$ cat config.mk
export PLATFORM = sky130hd
export DESIGN_NAME = afe_reg_decoder
export DESIGN_NICKNAME = d
export VERILOG_FILES = /design/src/rtl/afe_test_config.svh /design/src/rtl/afe_reg_decoder.sv
export SDC_FILE = /design/constraint.sdc
export NUM_CORES = 1
export LEC_CHECK = 0
export BUFFER_PORTS_ARGS = -buffer_cell sky130_fd_sc_hd__buf_2
export CAP_MARGIN = 15
export CORE_ASPECT_RATIO = 0.6
export CORE_MARGIN = 2
export CORE_UTILIZATION = 30
export DETAILED_ROUTE_END_ITERATION = 10
export GPL_TIMING_DRIVEN = 0
export SLEW_MARGIN = 20
export SYNTH_ARGS = -nofsm -noshare
export SYNTH_HDL_FRONTEND = slang
export SYNTH_SLANG_ARGS = --single-unit
$ cat constraint.sdc
create_clock -name sys_clk -period 2.5 [get_ports sys_clk]
set_clock_uncertainty 0.2 [all_clocks]
set_input_delay 0.25 -clock sys_clk [delete_from_list [all_inputs] [get_ports sys_clk]]
set_output_delay 0.25 -clock sys_clk [all_outputs]
set_load 0.01 [all_outputs]
$ cat src/rtl/afe_test_config.svh
`ifndef AFE_TEST_CONFIG_SVH
`define AFE_TEST_CONFIG_SVH

// fifo depths in 16-bit words
`define AFE_SAMPLE_DEPTH  256
`define AFE_CAPTURE_DEPTH 256

// valid_bus bit positions for the host channels
`define CH_VIDEO_SEL 0
`define CH_HDVD      1
`define CH_BLACK     2
`define CH_CTRL      3
`define CH_SAMPLES   4

// pixel and line geometry
`define PIXEL_CLOCKS 8   // sys_clk cycles per pixel
`define LINE_PIXELS  8   // pixels per clamp line
`define BLANK_PIXELS 2   // tail of the line with clamp off

`endif

$ cat src/rtl/afe_reg_decoder.sv
`timescale 1ns/1ps

module afe_reg_decoder
(
  input  logic        sys_clk,
  input  logic        n_rst,
  input  logic [7:0]  master_data,
  input  logic        video_sel_strobe,
  input  logic        hdvd_strobe,
  input  logic        black_strobe,
  output logic        video_in_select,
  output logic        hd_fpga,
  output logic        vd_fpga,
  output logic [15:0] black_level
);

  // single-bit settings
  always_ff @(posedge sys_clk or negedge n_rst)
  begin
    if (!n_rst)
    begin
      video_in_select <= 1'b0;
      hd_fpga         <= 1'b0;
      vd_fpga         <= 1'b0;
    end
    else
    begin
      if (video_sel_strobe)
        video_in_select <= master_data[0];
      if (hdvd_strobe)
      begin
        hd_fpga <= master_data[1];
        vd_fpga <= master_data[0];
      end
    end
  end

  // black level comes in as two bytes, lsb first
  always_ff @(posedge sys_clk or negedge n_rst)
  begin
    if (!n_rst)
      black_level <= 16'h0000;
    else if (black_strobe)
      black_level <= {master_data, black_level[15:8]};  // older byte drops to the low half
  end

endmodule

* Word-level counts from Yosys, hierarchy flattened
Index checks and enable logic that the tools add are counted.
Storage, ports and cells: register bits after elaboration 19, input port bits 13, output and inout port bits 19, logic and storage cells 4

* Longest topological paths before layout
word-level depth 0, depth in mapped cells 3, mapped depth without buffers 1

* Worst setup path after synthesis
Ideal clock, no wire load.
path kind in2reg, start point input black_strobe, end point register black_level[10], library setup time 125 ps, arrival time 786 ps, data required time 2175 ps, setup slack 1388 ps, cell stages on the path 3, buffers on the path 2, cells stage by stage buf_6 > buf_12 > mux2_4
RTL lines:
- start, declared | RTL line afe_reg_decoder.sv:10 | input logic black_strobe,
- end signal, assigned | RTL line afe_reg_decoder.sv:44 | black_level <= {master_data, black_level[15:8]};
- end, declared | RTL line afe_reg_decoder.sv:14 | output logic [15:0] black_level
No word-level cell between the ends.

* Worst setup path in the final report
start point register black_level[14], end point output black_level[14]
No word-level cell between the ends.

==> metrics.cfg <==
[clock_network]
cts_hold_buf=1
cts_max_path_buffers=2
post_cts_resized=0
cts_sinks=19
clkTransAtPathRegs_ns=0.07
postCtsSetupBuffers=0
cts_tree=done
clk_latency_ns=0.25
cts-root-buf=clkbuf_8
cts-htree-levels=1
cts_buffers=3

[worst_setup_path]
r2r_cells=1
worstPathArrival_ns=0.80
cp.depth=1
cp.required_ns=2.05
crit_buf_inv=1
crit_type=flip-flop to primary output
cpPeakStageDelay_ns=0.40
cp-end-kind=primary output
crit_path_max_fanout=3
crit_chain=buf_2
worst_setup_path_start_kind=flip-flop
critPathTopFamily=flip-flops
crit_path_top_delay_cell=dfrtp_1

[pwr]
pwr-share-comb_pct=19.1
p_seq_share_pct=51.7
irDropWorstVdd_mv=0.266
switching_share_pct=24.3
p_int_uw=534
p_leak_nw=0.504
p_clk_share_pct=29.1
power.density_nw_per_um2=703
power_switching_uw=172

[global_route]
antenna_found_initial=0
grt_overflow=0
grt_max_degree=20
track_usage_pct=9.81
use_met2_pct=14.4
grt_pass1_wl_mm=1.98
top_usage_layer=met2
grtUsageMet1_pct=11.9
first_global_vias=425
use_met3_pct=5.57

[die]
die_h_um=42.9
die_x_um=68.9
io_pins=32
initial_core_util_pct=30.9
die-area_um2=2960
row_count=14
core_area_um2=2450

[sta]
slew_headroom_pct=71.9
finalHoldViolCount=0
fin_ws_ns=1.25
min_period_ns=1.25
tns_ns=0
worst_pin_slew_ns=0.421
slew_violations=0
fin_crit_sh_pct=50.1
hold_slack_ns=0.0234
finalSetupViolations=0
max_freq_mhz=799
rsz0062_at_grt=no

[layout]
layout-area-overhead-vs-synth_pct=32.5
nets=89
post-route-util_pct=41.0
diodes=0
layout-drive-gt1-share_pct=73.3
fillerInstances=249

[route]
ant_nets=0
drc=0
vias=442
drt-initial-drc-count=16
drt-pass1-iter-count=2
avgRoutedWirePerCell_um=12.0
avgViaCountPerCell=4.13
wl_mm=1.28

[min_path]
hold_class=input pin to flip-flop
hold_depth=2

[placed_design]
globalplace.congestion=0.546
place_ws_ns=1.35
port_buffers=30

[logic_synthesis]
syn_area_um2=758
ys_seq_area_share_pct=62.7
synth_warnings=0
post_synth.cell_area_avg_um2=19.0
synth_seq_cells=19
ys_types=5
syn_inst=40
syn-num-nets=53

[status]
status=complete, no violations

[job]
cap_viol_max_count=0

[metal layers]
metal,vias up,routed length [µm],share of wire (%)
met5,-,0,0
met4,0,8,0.62
met3,2,139,11
met2,21,540,42
met1,211,595,46
li1,208,-,-
[area by class of cell]
cell class              instances  area (µm²)  share of cell area, %
plain buffers                   2        31.3                   3.11
clock buffers                   3        41.3                   4.11
clock inverters                 1        5.00                  0.498
multi-input cells              19         251                   25.0
flip-flops and latches         19         475                   47.3
well taps                      32        40.0                   3.99
repair buffers                 31         160                   15.9
[power by group through the flow]
stage	sequential, mW	clock (mW)	combinational [mW]
floorplan	0.389	0	0.0588
global placement	0.370	0	0.136
detailed placement	0.372	0	0.137
CTS	0.366	0.219	0.138
global route	0.371	0.240	0.149
finish	0.365	0.206	0.135
[per-stage QoR]
stage | total power [mW] | std cells | instance area [µm²]
final | 0.706 | 107 | 1000
after global routing | 0.760 | 107 | 1000
after CTS | 0.723 | 107 | 1000
after detailed placement | 0.508 | 102 | 948
after global placement | 0.505 | 102 | 948
after floorplan | 0.448 | 40 | 758
[state kept, by name (all words and copies together) (netlist names)]
signal,count
vd_fpga,1
hd_fpga,1
video_in_select,1
black_level,16
[synth_stat cells]
library cell / count / area, µm²
buf_6: 1 / 11.3
dfrtp_1: 19 / 475
mux2_2: 9 / 101
buf_12: 1 / 20.0
mux2_4: 10 / 150
[cell usage in the layout, fill, tap and decap left out]
master	count
mux2_2	9
mux2_4	10
clkbuf_8	3
clkinv_2	1
dlygate4sd3_1	1
dfrtp_1	19
buf_12	1
buf_2	30
buf_6	1
[final timing paths]
check,startpoint,endpoint,slack (ns)
max,black_level[14],black_level[14],1.25
min,master_data[6],black_level[14],0.02
max reg2reg,black_level[14],black_level[14],1.52
min reg2reg,black_level[0],black_level[0],0.30
max in group asynchronous,n_rst,black_level[3],1.54
min in group asynchronous,n_rst,black_level[9],0.26
[kinds of logic after synthesis]
kind of cell / Yosys count / share of synthesized area [%]
buffers and inverters: 2 / 4.13
multiplexers: 19 / 33.2
flip-flops: 19 / 62.7
Note: power is estimated with default switching activity, not from simulation.
