## src/rtl/afe_test_config.svh

```systemverilog
`ifndef AFE_TEST_CONFIG_SVH
`define AFE_TEST_CONFIG_SVH

// fifo depths in 16-bit words
`define AFE_SAMPLE_DEPTH  256
`define AFE_CAPTURE_DEPTH 256

// valid_bus bit positions for the host channels
`define CH_VIDEO_SEL 0
`define CH_HDVD      1
`define CH_BLACK     2
`define CH_CTRL      3
`define CH_SAMPLES   4

// pixel and line geometry
`define PIXEL_CLOCKS 8   // sys_clk cycles per pixel
`define LINE_PIXELS  8   // pixels per clamp line
`define BLANK_PIXELS 2   // tail of the line with clamp off

`endif

```

## src/rtl/afe_test_pkg.sv

```systemverilog
package afe_test_pkg;

  // run phases of one bench test
  typedef enum logic [1:0]
  {
    RUN_IDLE = 2'd0,
    RUN_LOAD = 2'd1,  // host fills the sample fifo
    RUN_PLAY = 2'd2,  // samples go to the dac, afe output is captured
    RUN_READ = 2'd3   // host drains the capture fifo
  } run_state_e;

  typedef logic [15:0] sample_word_t;
  typedef logic [13:0] dac_word_t;

  // start command layout of the control byte
  typedef struct packed
  {
    logic [3:0] tag;
    logic [2:0] rsvd;
    logic       ccd_mode;  // 1 = ccd, 0 = plain adc
  } ctrl_start_t;

  typedef union packed
  {
    logic [7:0]  raw;
    ctrl_start_t start;
  } ctrl_byte_u;

  localparam logic [3:0] CTRL_START_TAG = 4'hA;
  localparam logic [7:0] CTRL_STOP_CODE = 8'h55;

endpackage

```

## src/rtl/afe_run_sequencer.sv

```systemverilog
`timescale 1ns/1ps

module afe_run_sequencer
  import afe_test_pkg::*;
(
  input  logic       sys_clk,
  input  logic       n_rst,
  input  logic [7:0] master_data,
  input  logic       ctrl_strobe,
  input  logic       sample_empty,
  input  logic       capture_empty,
  input  logic       pixel_start,
  output run_state_e run_state,
  output logic       ccd_mode
);

  ctrl_byte_u ctrl;
  logic       start_cmd;
  logic       stop_cmd;

  assign ctrl.raw = master_data;

  assign start_cmd = ctrl_strobe && (ctrl.start.tag == CTRL_START_TAG);
  assign stop_cmd  = ctrl_strobe && (ctrl.raw == CTRL_STOP_CODE);

  always_ff @(posedge sys_clk or negedge n_rst)
  begin
    if (!n_rst)
    begin
      run_state <= RUN_IDLE;
      ccd_mode  <= 1'b0;
    end
    else
    begin
      case (run_state)
        RUN_IDLE:
        begin
          if (start_cmd)
          begin
            run_state <= RUN_LOAD;
            ccd_mode  <= ctrl.start.ccd_mode;  // mode held for the whole run
          end
        end
        RUN_LOAD:
        begin
          if (stop_cmd)
            run_state <= RUN_PLAY;
        end
        RUN_PLAY:
        begin
          // leave only on a pixel boundary so the last pixel is complete
          if (pixel_start && sample_empty)
            run_state <= RUN_READ;
        end
        RUN_READ:
        begin
          if (capture_empty)
            run_state <= RUN_IDLE;
        end
        default:
          run_state <= RUN_IDLE;
      endcase
    end
  end

endmodule

```

## config.mk

```make
export PLATFORM = sky130hd
export DESIGN_NAME = afe_run_sequencer
export DESIGN_NICKNAME = d
export VERILOG_FILES = /design/src/rtl/afe_test_config.svh /design/src/rtl/afe_test_pkg.sv /design/src/rtl/afe_run_sequencer.sv
export SDC_FILE = /design/constraint.sdc
export NUM_CORES = 1
export LEC_CHECK = 0
export BUFFER_PORTS_ARGS = -buffer_cell sky130_fd_sc_hd__buf_4
export CORE_AREA = 3 3 40 42
export CTS_BUF_LIST = sky130_fd_sc_hd__clkbuf_16
export DETAILED_ROUTE_END_ITERATION = 7
export DIE_AREA = 0 0 43 45
export GPL_TIMING_DRIVEN = 0
export SETUP_SLACK_MARGIN = 0.5
export SYNTH_ARGS = -nofsm -noshare
export SYNTH_HDL_FRONTEND = slang
export SYNTH_SLANG_ARGS = --single-unit
export TNS_END_PERCENT = 100
```

## constraint.sdc

```tcl
create_clock -name sys_clk -period 2.19 [get_ports sys_clk]
set_clock_uncertainty 0.15 [all_clocks]
set_input_delay 0.219 -clock sys_clk [delete_from_list [all_inputs] [get_ports sys_clk]]
set_output_delay 0.219 -clock sys_clk [all_outputs]
set_load 0.02 [all_outputs]
```

* Yosys cells after proc, flatten, opt, wreduce, memory -nomap -nowiden
Index checks and enable logic that the tools add are counted.
** Word-level totals
- Bits in registers :: 3
** Operators by class
- Equal/unequal tests :: 9
- Mux-type cells :: 5
- Reduce and logical (&&, ||, !) cells :: 6
** Operators with widths (number)
- == test 8 x 7 -> 1 bit, second input constant :: 1
- two-way mux 2 bit :: 4
- != test 2 bit, second input constant :: 4
- case mux 2 bit (4 select lines) :: 1
- == test 2 bit, second input constant :: 2
- == test 4 bit, second input constant :: 1
- AND reduction 4 bit :: 1
- logical AND 1 bit :: 3
- == test 2 x 1 -> 1 bit, second input constant :: 1
- logical NOT 2 bit :: 1
- AND reduction 2 bit :: 1

* Logic depth before layout (Yosys ltp)
- Word-level depth :: 4
- Gate-level depth with buffers :: 5
- Mapped depth without buffers :: 5

* Worst setup path before layout
No wires, ideal clock.
- Path kind :: register to register
- Start :: register run_state[0]
- End :: register ccd_mode
- Path slack :: 515 ps
- Data arrival time :: 1400 ps
- Stages on the path, launching flop included :: 5
- Data required time :: 1915 ps
- Path buffers :: 0
- Clock period less this slack :: 1675 ps
- Cell sequence :: dfrtp_1 inv_1 ha_1 or3b_1 mux2_4
** Between the ends
- Word-level cells in the longest chain between the ends :: 2
** Ends and longest elaborated chain
- from (decl) :: line afe_run_sequencer.sv:13 : output run_state_e run_state,
- from (signal assigned) :: line afe_run_sequencer.sv:30 : run_state <= RUN_IDLE;
- from (signal assigned) :: line afe_run_sequencer.sv:40 : run_state <= RUN_LOAD;
- from (signal assigned) :: line afe_run_sequencer.sv:47 : run_state <= RUN_PLAY;
- logical NOT 2 bit :: line afe_run_sequencer.sv:35 : case (run_state)
- AND reduction 2 bit (no source line)
- to (signal assigned) :: line afe_run_sequencer.sv:41 : ccd_mode <= ctrl.start.ccd_mode;
- to (decl) :: line afe_run_sequencer.sv:14 : output logic ccd_mode
Every way passes these cells.
A chain may end at the register's enable or synchronous reset.

* Final worst setup path
Same ends and word-level chain as after synthesis.

==> impl_metrics.tcl <==
set metrics [dict create \
    status "finished, final reports clean" \
    instances_no_fill 62 \
    swShare 0.306 \
    nNetsFinal 66 \
    cp.required_ns 2.14 \
    yosysSeqAreaShare 0.302 \
    power_leakage_nw 0.240 \
    worstSetupPathType "flop to flop" \
    fmax_mhz 618 \
    grt_pass1_wl_um 910 \
    multi_input_area_um2 173 \
    hold_class "primary input to flop" \
    cts_tree "yes" \
    tightest_slew_ns 0.227 \
    synth.most_common_cell "ha_1" \
    min_period_ns 1.62 \
    syn_inst 25 \
    powerDensity_nw_per_um2 1360 \
    crit_arrival_ns 1.57 \
    cts-root-buf "clkbuf_16" \
    synth_cell_types 17 \
    crit_fanout 4 \
    crit_path_start_kind "flop" \
    pwr-share-clk 0.421 \
    cts.path.max_buffers 2 \
    synth.area.top_cells "dfrtp_1, ha_1, mux2_4, mux2_2, nand4bb_1" \
    syn2layout_area_growth_pct 97.0 \
    fillers 135 \
    setup_viol 0 \
    fin_util 0.382 \
    drc_errors 0 \
    die_area_um2 1940 \
    core_area_um2 1280 \
    die_w_um 43 \
    slew_headroom 0.847 \
    synth-edff-count 0 \
    dr.pass1.iters 4 \
    ys_ff_latch 3 \
    ir_drop_uv 645 \
    async_flop_share 1.00 \
    grtUsageTotal 0.0651 \
    diodes 0 \
    grt.overflow.total 0 \
    rows 13 \
    avgRoutedWirePerCell_um 9.58 \
    routed.top_layer "met3" \
    avgSynthCellArea_um2 9.96 \
    die_y_um 45 \
    wl_met3_um 59 \
    rsz0062_at_grt "false" \
    routed_via_density 4.13 \
    dp_cells 56 \
    ant_nets 0 \
    gp_congestion 0.628 \
    cap_violations 0 \
    setup_tns_ns 0 \
    via_count 256 \
    portBuffers 16 \
    seqPwrFrac 0.168 \
    synth_top_area_share 0.302 \
    combPwrFrac 0.411 \
    clk_pin_slew_worst_paths_ns 0.03 \
    clk_latency_ns 0.22 \
    grt_pass1_vias 253 \
    wl_um 594 \
    final_layout_size_suffix_gt1_frac 0.553 \
    p_sw_mw 0.204 \
    grt_max_degree 6 \
    seqCellArea_um2 75.1 \
    htreeDepth 1 \
    drt-initial-drc-count 1 \
    yosysTopAreaCell "dfrtp_1" \
    synthFlopType "dfrtp_1" \
    antenna_found_initial 0 \
    ios 17 \
    p_int_mw 0.463 \
    wl_met2_um 310 \
    crit_path_end_kind "flop" \
    hold_violations 0 \
    initial_core_util 0.194 \
    numCtsBuffers 3 \
    yosys_warnings 0 \
    clock_sinks 3 \
    synthTopCellsByCount "ha_1, dfrtp_1, inv_1, nand2_1, o21ai_0" \
    timing.final.max_slew_violations 0 \
    min_period_over_period 0.739 \
    synth_nets 43 \
    syn_area_um2 249 \
    wl_met1_um 224 \
]
==> routing by layer <==
layer  vias up  GRT usage
met3         0     0.0239
met2        10      0.108
met4         0     0.0542
met5         -          0
li1        134          -
met1       112     0.0654
==> per-stage QoR <==
| step | hold WS (ns) | total power [mW] | worst slack, ns | instance area, um2 |
|---|---|---|---|---|
| floorplan | -0.227 | 0.272 | 0.515 | 249 |
| CTS | 0.0971 | 0.653 | 0.534 | 477 |
| global placement | -0.141 | 0.358 | 0.541 | 388 |
| finish | 0.102 | 0.668 | 0.571 | 490 |
| global route | 0.100 | 0.716 | 0.519 | 490 |
| detailed placement | -0.139 | 0.363 | 0.552 | 388 |
==> logic make-up (layout without fill, tap and decap cells) <==
family | after synthesis | in the layout | share of synthesized area
multiplexers | 2 | 2 | 0.106
AND/OR/NAND/NOR | 10 | 10 | 0.266
AO/OA/AOI/OAI | 4 | 4 | 0.0955
adder cells (fa/ha/maj) | 4 | 4 | 0.201
buffers and inverters | 2 | 24 | 0.0302
flip-flops | 3 | 3 | 0.301
==> critical path: stages, from the launching register on <==
cell	delay (ns)
dfrtp_1	0.41
inv_2	0.09
ha_2	0.18
or3b_1	0.37
mux2_4	0.31
==> worst paths after layout <==
kind                           startpoint      endpoint  slack [ns]  depth (start not counted)
setup reg to reg             run_state[0]      ccd_mode        0.57                          4
max in group asynchronous           n_rst  run_state[0]        1.63                          2
hold / removal             master_data[0]      ccd_mode        0.10                          2
min in group asynchronous           n_rst      ccd_mode        0.17                          2
hold reg to reg                  ccd_mode      ccd_mode        0.36                          1
setup / recovery             run_state[0]      ccd_mode        0.57                          4
==> sequential cells by signal, indices dropped and copies added (netlist names) <==
name	cells
ccd_mode	1
run_state	2
==> final cells by class <==
cell class	count	area share
Sequential cell	3	0.153
Timing Repair Buffer	18	0.281
Clock buffer	3	0.153
Multi-Input combinational cell	20	0.352
Inverter	2	0.0153
Clock inverter	1	0.00765
Tap cell	15	0.0383
==> cell usage in the layout, fill, tap and decap left out <==
| cell | count |
|---|---|
| nand4bb_1 | 1 |
| nand4b_1 | 1 |
| dlygate4sd3_1 | 1 |
| nand3b_1 | 1 |
| nand4_1 | 1 |
| nor2_1 | 1 |
| clkbuf_16 | 3 |
| a32oi_1 | 1 |
| inv_2 | 2 |
| mux2_2 | 1 |
| nor2b_1 | 1 |
| a21oi_2 | 1 |
| ha_1 | 3 |
| mux2_4 | 1 |
| buf_4 | 17 |
| o21ai_0 | 2 |
| ha_2 | 1 |
| nand2_1 | 2 |
| or3b_1 | 1 |
| inv_1 | 1 |
| nand2b_1 | 1 |
| dfrtp_1 | 3 |
==> power by group through the flow <==
stage | clock network [mW] | logic, mW | registers, mW
after floorplan | 0 | 0.133 | 0.139
after global placement | 0 | 0.247 | 0.111
after detailed placement | 0 | 0.253 | 0.111
after CTS | 0.287 | 0.256 | 0.111
after global routing | 0.291 | 0.305 | 0.119
final | 0.281 | 0.274 | 0.112
==> what timing repair did <==
action                                 in CTS  in global routing
hold buffers                                1                  0
setup endpoints to repair                   0                  2
gates resized for setup                     0                  4
setup buffers                               0                  1
endpoints found under the hold margin       3                  0
No activity file was read; power rests on OpenSTA's default activity.
