--- src/rtl/afe_test_config.svh ---
`ifndef AFE_TEST_CONFIG_SVH
`define AFE_TEST_CONFIG_SVH

// fifo depths in 16-bit words
`define AFE_SAMPLE_DEPTH  256
`define AFE_CAPTURE_DEPTH 256

// valid_bus bit positions for the host channels
`define CH_VIDEO_SEL 0
`define CH_HDVD      1
`define CH_BLACK     2
`define CH_CTRL      3
`define CH_SAMPLES   4

// pixel and line geometry
`define PIXEL_CLOCKS 8   // sys_clk cycles per pixel
`define LINE_PIXELS  8   // pixels per clamp line
`define BLANK_PIXELS 2   // tail of the line with clamp off

`endif

--- src/rtl/afe_test_pkg.sv ---
package afe_test_pkg;

  // run phases of one bench test
  typedef enum logic [1:0]
  {
    RUN_IDLE = 2'd0,
    RUN_LOAD = 2'd1,  // host fills the sample fifo
    RUN_PLAY = 2'd2,  // samples go to the dac, afe output is captured
    RUN_READ = 2'd3   // host drains the capture fifo
  } run_state_e;

  typedef logic [15:0] sample_word_t;
  typedef logic [13:0] dac_word_t;

  // start command layout of the control byte
  typedef struct packed
  {
    logic [3:0] tag;
    logic [2:0] rsvd;
    logic       ccd_mode;  // 1 = ccd, 0 = plain adc
  } ctrl_start_t;

  typedef union packed
  {
    logic [7:0]  raw;
    ctrl_start_t start;
  } ctrl_byte_u;

  localparam logic [3:0] CTRL_START_TAG = 4'hA;
  localparam logic [7:0] CTRL_STOP_CODE = 8'h55;

endpackage

--- src/rtl/afe_pixel_timing.sv ---
`timescale 1ns/1ps

`include "afe_test_config.svh"

module afe_pixel_timing
  import afe_test_pkg::*;
(
  input  logic         sys_clk,
  input  logic         n_rst,
  input  run_state_e   run_state,
  input  logic         ccd_mode,
  input  logic [15:0]  black_level,
  input  sample_word_t sample_q,
  input  logic         sample_empty,
  output logic         sample_rdreq,
  output logic         capture_wrreq,
  output logic         pixel_start,
  output dac_word_t    dac_d,
  output logic         clk_fpga,
  output logic         shp_fpga,
  output logic         shd_fpga,
  output logic         clpdm_fpga
);

  localparam int PIX_W  = $clog2(`PIXEL_CLOCKS);
  localparam int LINE_W = $clog2(`LINE_PIXELS);

  // positions inside one pixel
  localparam logic [PIX_W-1:0] PIX_LAST   = PIX_W'(`PIXEL_CLOCKS - 1);
  localparam logic [PIX_W-1:0] PIX_HALF   = PIX_W'(`PIXEL_CLOCKS / 2);
  localparam logic [PIX_W-1:0] SHP_FIRST  = PIX_W'(1);
  localparam logic [PIX_W-1:0] SHP_LAST   = PIX_W'(2);
  localparam logic [PIX_W-1:0] SHD_FIRST  = PIX_W'(`PIXEL_CLOCKS / 2 + 1);
  localparam logic [PIX_W-1:0] SHD_LAST   = PIX_W'(`PIXEL_CLOCKS / 2 + 2);
  localparam logic [PIX_W-1:0] CAPTURE_AT = SHD_LAST;  // afe output settled by now

  // positions inside one clamp line
  localparam logic [LINE_W-1:0] LINE_LAST = LINE_W'(`LINE_PIXELS - 1);
  localparam logic [LINE_W-1:0] CLAMP_END = LINE_W'(`LINE_PIXELS - `BLANK_PIXELS);

  logic              playing;
  logic [PIX_W-1:0]  pix_cnt;
  logic [LINE_W-1:0] line_cnt;

  assign playing = (run_state == RUN_PLAY);

  // counters restart from zero on every entry into playback
  always_ff @(posedge sys_clk or negedge n_rst)
  begin
    if (!n_rst)
    begin
      pix_cnt  <= '0;
      line_cnt <= '0;
    end
    else if (playing)
    begin
      if (pix_cnt == PIX_LAST)
      begin
        pix_cnt  <= '0;
        line_cnt <= (line_cnt == LINE_LAST) ? '0 : line_cnt + 1'b1;
      end
      else
        pix_cnt <= pix_cnt + 1'b1;
    end
    else
    begin
      pix_cnt  <= '0;
      line_cnt <= '0;
    end
  end

  assign pixel_start   = playing && (pix_cnt == '0);
  assign sample_rdreq  = playing && (pix_cnt == PIX_LAST) && !sample_empty;  // word shown all pixel
  assign capture_wrreq = playing && (pix_cnt == CAPTURE_AT);

  // sampling strobes idle high outside playback
  assign clk_fpga = !playing || (pix_cnt < PIX_HALF);
  assign shp_fpga = !(playing && (pix_cnt >= SHP_FIRST) && (pix_cnt <= SHP_LAST));
  assign shd_fpga = !(playing && (pix_cnt >= SHD_FIRST) && (pix_cnt <= SHD_LAST));

  // clamp window closes early once the samples run out
  assign clpdm_fpga = playing && (line_cnt < CLAMP_END) && !sample_empty;

  always_comb
  begin
    if (playing && (ccd_mode || (pix_cnt >= PIX_HALF)))
      dac_d = sample_q[13:0];
    else
      dac_d = black_level[13:0];  // reset phase, also parks the dac when idle
  end

endmodule

--- config.mk ---
export PLATFORM = sky130hd
export DESIGN_NAME = afe_pixel_timing
export DESIGN_NICKNAME = d
export VERILOG_FILES = /design/src/rtl/afe_test_pkg.sv /design/src/rtl/afe_pixel_timing.sv
export VERILOG_INCLUDE_DIRS = /design/src /design/src/rtl
export SDC_FILE = /design/constraint.sdc
export NUM_CORES = 1
export LEC_CHECK = 0
export CAP_MARGIN = 20
export CELL_PAD_IN_SITES_DETAIL_PLACEMENT = 2
export CELL_PAD_IN_SITES_GLOBAL_PLACEMENT = 2
export CORE_ASPECT_RATIO = 0.7
export CORE_MARGIN = 2
export CORE_UTILIZATION = 33
export CTS_BUF_LIST = sky130_fd_sc_hd__clkbuf_2 sky130_fd_sc_hd__clkbuf_4 sky130_fd_sc_hd__clkbuf_8
export DETAILED_ROUTE_END_ITERATION = 7
export DONT_BUFFER_PORTS = 1
export PLACE_DENSITY_LB_ADDON = 0.2
export SYNTH_ARGS = -nofsm -noshare
export SYNTH_HDL_FRONTEND = slang
export SYNTH_SLANG_ARGS = --single-unit
export TNS_END_PERCENT = 100
--- constraint.sdc ---
create_clock -name sys_clk -period 1.5 [get_ports sys_clk]
set_clock_uncertainty 0.05 [all_clocks]
set_input_delay 0.225 -clock sys_clk [delete_from_list [all_inputs] [get_ports sys_clk]]
set_output_delay 0.225 -clock sys_clk [all_outputs]
set_load 0.01 [all_outputs]
; Word-level counts from Yosys, hierarchy flattened
; Index checks and enable logic that the tools add are counted.
[totals]
reg_bits = 6
latchBits = 0
mem_bits_rw = 0
rom_bits = 0
in_bits = 38
out_inout_bits = 21
wordCells = 40
n_memories = 0
[classes]
add_sub_neg = 2
multipliers = 0
div_mod_pow = 0
order_cmp = 7
eq_ne = 5
shifts = 0
muxes = 6
bitwise = 0
n_reduce_logical = 18
[op_table]
columns = cell, count
row1 = 2-to-1 mux 3 bit, 5
row2 = 2-to-1 mux 14 bit, 1
row3 = logical AND 1 bit, 11
row4 = "== test 3 bit, second input constant", 3
row5 = "adder 3 x 1 -> 3 bit, second input constant", 2
row6 = ">= comparator 3 bit, second input constant", 2
row7 = "< comparator 3 bit, second input constant", 2
row8 = logical NOT 1 bit, 4
row9 = ">= comparator 3 x 1 -> 1 bit, second input constant", 1
row10 = "<= comparator 3 x 2 -> 1 bit, second input constant", 1
row11 = "<= comparator 3 bit, second input constant", 1
row12 = logical NOT 3 bit, 1
row13 = "== test 2 bit, second input constant", 1
row14 = logical OR 1 bit, 2
row15 = "inequality test 2 x 1 -> 1 bit, second input constant", 1

; Logic depth before layout (Yosys ltp)
; Gate-level depths: netlist of the first run.
[logic_depth]
ltp_word = 4
mapped_depth = 5
mapped_depth_nobuf = 5

; Worst setup path before layout of the first run
; OpenSTA, ideal clock, no wires.
[synth_path]
kind = reg-to-output
start = register pix_cnt[1]
end = output port sample_rdreq
arrival_time_ns = 1.261
setup_slack_ns = -0.036
stages_incl_launch_ff = 5
path_buffers = 1
path_cell_list = dfrtp_1 > ha_1 > ha_1 > clkbuf_1 > nor3b_1
[synth_via]
elab_chain_len = 3
[synth_lines]
columns = element, line
row1 = "start, declared", afe_pixel_timing.sv:42  ; logic [PIX_W-1:0] pix_cnt;
row2 = "start signal, assigned", afe_pixel_timing.sv:63  ; pix_cnt <= pix_cnt + 1'b1;
row3 = == test 3 bit, afe_pixel_timing.sv:73  ; assign sample_rdreq = playing && (pix_cnt == PIX_LAST) && !sample_empty;
row4 = logical AND 1 bit (2 in series), afe_pixel_timing.sv:73
row5 = "end, declared", afe_pixel_timing.sv:15  ; output logic sample_rdreq,
; Every way passes these cells.

; Worst setup path in the final report of the first run
[layout_path]
start = register pix_cnt[1]
end = output port shp_fpga
[layout_via]
elab_chain_len = 4
elab_cells_between_ends = 5
classes_between = order compare (2) / reduce/logical (3)
[layout_lines]
columns = element, line
row1 = >= comparator 3 x 1 -> 1 bit, afe_pixel_timing.sv:78  ; assign shp_fpga = !(playing && (pix_cnt >= SHP_FIRST) && (pix_cnt <= SHP_LAST));
row2 = logical AND 1 bit, afe_pixel_timing.sv:78
row3 = logical AND 1 bit (*), afe_pixel_timing.sv:78
row4 = logical NOT 1 bit (*), afe_pixel_timing.sv:78
row5 = "end, declared", afe_pixel_timing.sv:20  ; output logic shp_fpga,
; Every way passes the cells marked *; elsewhere a longest branch is shown, timed or not.

==> results of run 1 <==
## layout make-up
type | instances | area (µm²)
Clock buffer | 3 | 22.52
Fill cell | 187 | 927.1
Inverter | 2 | 7.507
Multi-Input combinational cell | 45 | 565.5
Sequential cell | 6 | 151.4
Tap cell | 22 | 27.53
Timing Repair Buffer | 14 | 152.6
## metal layers
layer | part of all wire | wire length (µm) | global-route usage
met1 | 0.38 | 605 | 0.1501
met2 | 0.47 | 750 | 0.2384
met3 | 0.13 | 205 | 0.05363
met4 | 0.012 | 19 | 0.05233
met5 | 0 | 0 | 0
## power by group
part / leakage (nW) / internal (W) / switching [W]
Clock: 0.0138 / 0.0000910 / 0.0000660
Combinational: 0.319 / 0.0000867 / 0.0000661
Sequential: 0.0813 / 0.000165 / 0.00000353
Total: 0.414 / 0.000343 / 0.000136
## synth_stat cells, drive strengths merged
| library cell | count | share of area |
|---|---|---|
| clkbuf | 1 | 0.0058 |
| ha | 7 | 0.14 |
| a21oi | 2 | 0.016 |
| nand2b | 1 | 0.021 |
| inv | 2 | 0.012 |
| nor2b | 2 | 0.019 |
| dfrtp | 6 | 0.23 |
| a211oi | 1 | 0.012 |
| or3 | 1 | 0.0097 |
| nor2 | 6 | 0.064 |
| buf | 2 | 0.048 |
| nor3b | 3 | 0.035 |
| or2 | 1 | 0.0097 |
| nor3 | 2 | 0.016 |
| nand2 | 1 | 0.0058 |
| and2 | 1 | 0.0097 |
| mux2 | 14 | 0.30 |
| mux2i | 3 | 0.047 |
## registers in the layout, summed over array words and instances, names as in the netlist
register,flops
line_cnt,3
pix_cnt,3
## through the flow
| stage | cells | setup TNS, ns | total power (W) |
|---|---|---|---|
| 2_1_floorplan | 56 | 0 | 0.0002636 |
| 3_5_place_dp | 80 | 0 | 0.0002705 |
| 3_3_place_gp | 80 | 0 | 0.0002701 |
| 5_1_grt | 92 | -2.594 | 0.0005039 |
| 4_1_cts | 90 | -1.673 | 0.0004694 |
| 6_report | 92 | -1.628 | 0.0004784 |
## worst paths after layout
path	start	end	slack, ns	cells past startpoint
max	pix_cnt[1]$_DFF_PN0_	shp_fpga	-0.14	5
min	run_state[0]	pix_cnt[2]$_DFF_PN0_	0.15	2
max reg2reg	pix_cnt[0]$_DFF_PN0_	line_cnt[1]$_DFFE_PN0P_	-0.03	6
min reg2reg	line_cnt[0]$_DFFE_PN0P_	line_cnt[0]$_DFFE_PN0P_	0.54	2
max in group asynchronous	n_rst	pix_cnt[0]$_DFF_PN0_	0.92	1
min in group asynchronous	n_rst	line_cnt[0]$_DFFE_PN0P_	0.23	1
## what timing repair did
item,4_1_cts,5_1_grt
hold endpoints to repair,6,0
hold buffers,1,0
pin swaps,5,3
resized for setup,25,5
setup endpoints to repair,18,21
cloned,1,0
setup buffers,5,2
## cells by family (layout without fill, tap and decap cells)
group / count (synthesis) / in the layout / share of synthesized area
buffers and inverters: 5 / 19 / 0.06589
muxes: 17 / 17 / 0.3488
adders and majority gates: 7 / 7 / 0.1357
AOI/OAI and AO/OA: 3 / 3 / 0.02714
DFF: 6 / 6 / 0.2326
and+or+nand+nor: 18 / 18 / 0.1899
## critical path, delay by kind of cell, from the launching register on
kind,cells,cell delay [ns]
AO/OA/AOI/OAI,1,0.05
adder cells (fa/ha/maj),1,0.11
buffers and inverters,1,0.09
AND/OR/NAND/NOR,2,0.47
flip-flops,1,0.40
==> flow_summary_export.csv, run 1 <==
group,metric,value,unit
run_status,status,"complete, but fails checks",
run_status,violations,"negative setup slack",
sta,fmax,0.6089,GHz
placed_design,placed_cell_area,680.7,µm²
yosys,yosys.cell_types.count,22,
placed_design,dp_hpwl,1167,µm
final_layout,mostFrequentLayoutCells,"mux2_4, buf_4, dfrtp_1",
grt,grt_pass1_wl,2180,µm
run,cap_violations,0,
grt,antenna_found_initial,0,
final_layout,final_cell_area,927.1,µm²
clock_network,clk_pin_slew,0.05,ns
floorplanning,die_w,56.87,µm
clock_network,clk_latency,0.26,ns
placed_design,gp_congestion,0.7301,
sta,timing.hold.ws,0.1469,ns
drt,routed_wl,1580,µm
yosys,netlist_area,645.6,µm²
critical_path,path_cells,"inv_2 > ha_4 > nor2b_4 > a21oi_1 > or3_4",
critical_path,cp_max_fo,3,
critical_path,cp-start-kind,"register",
clock_network,cts_tree,"built",
floorplanning,ios,59,
final_layout,areaGrowthSynthToFinish,43.60,%
critical_path,slowest_delay,0.40,ns
floorplanning,dieHeight,41.01,µm
sta,setup_ws,-0.1423,ns
floorplanning,num_rows,13,
grt,grt-ovfl-total,0,
sta,drv_slew,0,
sta,hold_violations,0,
placed_design,portBuffers,0,
sta,worst_pin_slew,0.4566,ns
clock_network,cts_root_buf,"clkbuf_4",
sta,min_period,1.642,ns
sta,relSlewSlack,0.6937,
drt,wire_per_inst,17.17,µm
sta,fin_crit_sh,1.095,
critical_path,cp.required,1.22,ns
critical_path,path_class,"reg2out",
yosys,ys_seq_area_frac,0.2326,
power_and_ir_drop,leakagePower,0.4144,nW
final_layout,layout-drive-gt1-share,0.6714,
critical_path,slowest_stage,"dfrtp_1",
placed_design,place_ws,0.03300,ns
yosys,ys_warn_count,0,
yosys,avgSynthCellArea,11.53,µm²
yosys,synth_nets,101,
sta,rsz0062_at_grt,"yes",
clock_network,ctsLongestPathBuffers,2,
grt,grt_pass1_vias,461,
clock_network,cts_num_sinks,6,
final_layout,num_antenna_cells,0,
grt,grt_usage,0.1335,
clock_network,numCtsBuffers,3,
yosys,ys_seq_elements,6,
yosys,postSynthCellCount,56,
drt,drc,0,
drt,firstDrtPassIters,1,
sta,setup_viol,19,
final_layout,layout_commonest_cell,"mux2_4",
critical_path,cp.arrival,1.37,ns
hold_path,hp-class,"in2reg",
power_and_ir_drop,power_density,516.0,nW/µm²
floorplanning,initial_utilization,0.3482,
clock_network,htree_levels,1,
drt,via_per_inst,5.413,
power_and_ir_drop,ir_worst_vdd,0.4258,mV
final_layout,final_util,0.5000,
grt,grt_max_degree,10,
final_layout,nets,117,
floorplanning,die_area,2332,µm²
drt,antenna_left,0,
floorplanning,core_area,1854,µm²
drt,num_vias,498,
critical_path,cp-end-kind,"output pin",
drt,first_iter_violations,0,
(Power assumes the default switching activity.)
==> run 2, diff against run 1 <==
--- a/config.mk
+++ b/config.mk
@@ -6,15 +6,15 @@
 export SDC_FILE = /design/constraint.sdc
 export NUM_CORES = 1
 export LEC_CHECK = 0
+export BUFFER_PORTS_ARGS = -buffer_cell sky130_fd_sc_hd__buf_4
 export CAP_MARGIN = 20
 export CELL_PAD_IN_SITES_DETAIL_PLACEMENT = 2
 export CELL_PAD_IN_SITES_GLOBAL_PLACEMENT = 2
 export CORE_ASPECT_RATIO = 0.7
 export CORE_MARGIN = 2
-export CORE_UTILIZATION = 33
+export CORE_UTILIZATION = 20
 export CTS_BUF_LIST = sky130_fd_sc_hd__clkbuf_2 sky130_fd_sc_hd__clkbuf_4 sky130_fd_sc_hd__clkbuf_8
 export DETAILED_ROUTE_END_ITERATION = 7
-export DONT_BUFFER_PORTS = 1
 export PLACE_DENSITY_LB_ADDON = 0.2
 export SYNTH_ARGS = -nofsm -noshare
 export SYNTH_HDL_FRONTEND = slang
==> flow_summary_export.csv, run 2 (synthesis results as in run 1) <==
group,metric,value,unit
run_status,status,"complete, but fails checks",
run_status,violations,"negative setup slack",
power_and_ir_drop,intPower,0.0005195,W
power_and_ir_drop,ir_worst_vdd,0.5559,mV
grt,grt-ovfl-total,0,
floorplanning,die_w,71.91,µm
final_layout,layout_commonest_cell,"buf_4",
grt,antenna_found_initial,0,
drt,firstDrtPassIters,1,
final_layout,areaGrowthSynthToFinish,111.0,%
final_layout,mostFrequentLayoutCells,"buf_4, buf_6, mux2_4",
clock_network,cts_num_sinks,6,
clock_network,cts_root_buf,"clkbuf_8",
hold_path,whs_endpoint,"pix_cnt[2]$_DFF_PN0_",
final_layout,num_antenna_cells,0,
floorplanning,core_area,3105,µm²
clock_network,ctsLongestPathBuffers,2,
grt,grt_pass1_wl,3360,µm
critical_path,cp-end-kind,"output pin",
sta,drv_slew,0,
floorplanning,initial_utilization,0.2079,
clock_network,htree_levels,1,
floorplanning,num_rows,17,
hold_path,holdPathStages,3,
placed_design,gp_congestion,0.6649,
final_layout,layout-drive-gt1-share,0.7787,
hold_path,hp-class,"in2reg",
critical_path,r2r-start,"pix_cnt[1]$_DFF_PN0_",
clock_network,numCtsBuffers,3,
floorplanning,ios,59,
critical_path,reg2reg_to,"line_cnt[2]$_DFFE_PN0P_",
final_layout,top_regs,"line_cnt x3, pix_cnt x3",
run,cap_violations,0,
final_layout,nets,169,
sta,hold_violations,0,
grt,grt_usage,0.1202,
drt,via_per_inst,4.325,
sta,fin_crit_sh,1.138,
grt,grt_pass1_vias,710,
drt,drc,0,
power_and_ir_drop,p_clk_frac,0.354,
sta,setup_ws,-0.2064,ns
floorplanning,die_area,3706,µm²
floorplanning,dieHeight,51.54,µm
final_layout,final_util,0.4388,
final_layout,nFillCells,324,
sta,timing.hold.ws,0.2834,ns
placed_design,portBuffers,54,
drt,routed_wl,2290,µm
clock_network,clk_latency,0.22,ns
power_and_ir_drop,switchingPower,0.0001637,W
hold_path,worstHoldStart,"run_state[0]",
sta,rsz0062_at_grt,"yes",
power_and_ir_drop,netSwitchingFraction,0.2396,
power_and_ir_drop,power_density,501.4,nW/µm²
placed_design,dp.cells,154,
clock_network,clk_pin_slew,0.04,ns
clock_network,cts_tree,"built",
drt,wire_per_inst,14.31,µm
sta,worst_pin_slew,0.2060,ns
critical_path,cp.arrival,1.43,ns
critical_path,rr_worst_depth,6,
sta,min_period,1.706,ns
critical_path,path_class,"reg2out",
power_and_ir_drop,power_frac_seq,0.247,
sta,relSlewSlack,0.8624,
power_and_ir_drop,leakagePower,0.6751,nW
grt,grt_max_degree,10,
critical_path,cp.required,1.22,ns
final_layout,ff_latch_area,151.4,µm²
final_layout,multi_input_area,525.5,µm²
sta,fmax,0.5860,GHz
placed_design,dp_hpwl,1856,µm
drt,first_iter_violations,0,
drt,antenna_left,0,
power_and_ir_drop,combPwrFrac,0.399,
sta,setup_viol,18,
drt,num_vias,692,
critical_path,cp-start-kind,"register",
final_layout,stdcell_count,160,
critical_path,cp_max_fo,2,
critical_path,r2r_setup_slack,0.08,ns
==> run 2: routing by layer <==
layer / vias up / GRT usage / wire length (µm)
li1: 327 / - / -
met1: 327 / 0.1435 / 918
met2: 38 / 0.2130 / 1130
met3: 0 / 0.04264 / 241
met4: 0 / 0.01887 / 0
met5: - / 0 / 0
==> run 2: timing repair <==
action	4_1_cts	5_1_grt
gates resized for setup	34	4
hold buffers	1	0
endpoints found under the hold margin	6	0
setup endpoints to repair	18	21
buffers inserted	2	1
gates cloned	0	0
pin swaps	1	1
==> run 2: cell type report <==
| type | instances | area share |
|---|---|---|
| inverter | 2 | 0.005510 |
| clock buffer | 3 | 0.03030 |
| timing repair buffer | 66 | 0.4325 |
| sequential | 6 | 0.1111 |
| multi-input combinational | 45 | 0.3857 |
| tap | 38 | 0.03489 |
==> run 2: metrics by stage <==
step	power (W)	cell area [µm²]	setup TNS, ns	worst slack, ns
2_1_floorplan	0.0002636	650.6	0	0.05117
3_3_place_gp	0.0003932	1149	-0.1307	-0.02366
3_5_place_dp	0.0003991	1149	-0.2788	-0.04025
4_1_cts	0.0006917	1341	-2.835	-0.2146
5_1_grt	0.0007217	1363	-3.363	-0.2614
6_report	0.0006832	1363	-2.549	-0.2064
==> run 2: worst max-delay path, stage by stage, from the launching register on <==
cell     delay [ns]
dfrtp_1        0.39
inv_2          0.09
ha_4           0.11
nor2b_4        0.13
a21oi_1        0.04
or3_1          0.32
buf_6          0.13
==> run 2: power by group through the flow <==
stage	combinational (W)	sequential [W]	clock, W
floorplan	0.0000934	0.000170	0
global placement	0.000223	0.000170	0
detailed placement	0.000229	0.000170	0
CTS	0.000273	0.000169	0.000249
global route	0.000292	0.000169	0.000261
finish	0.000272	0.000169	0.000242
==> run 2: how the worst max path moves through the flow <==
stage | start | endpoint | depth (start not counted)
after global routing | pix_cnt[1]$_DFF_PN0_ | shp_fpga | 6
after floorplan | pix_cnt[1]$_DFF_PN0_ | sample_rdreq | 4
final | pix_cnt[1]$_DFF_PN0_ | shp_fpga | 6
after detailed placement | run_state[0] | dac_d[0] | 6
after CTS | pix_cnt[1]$_DFF_PN0_ | shp_fpga | 6
after global placement | run_state[0] | dac_d[0] | 6
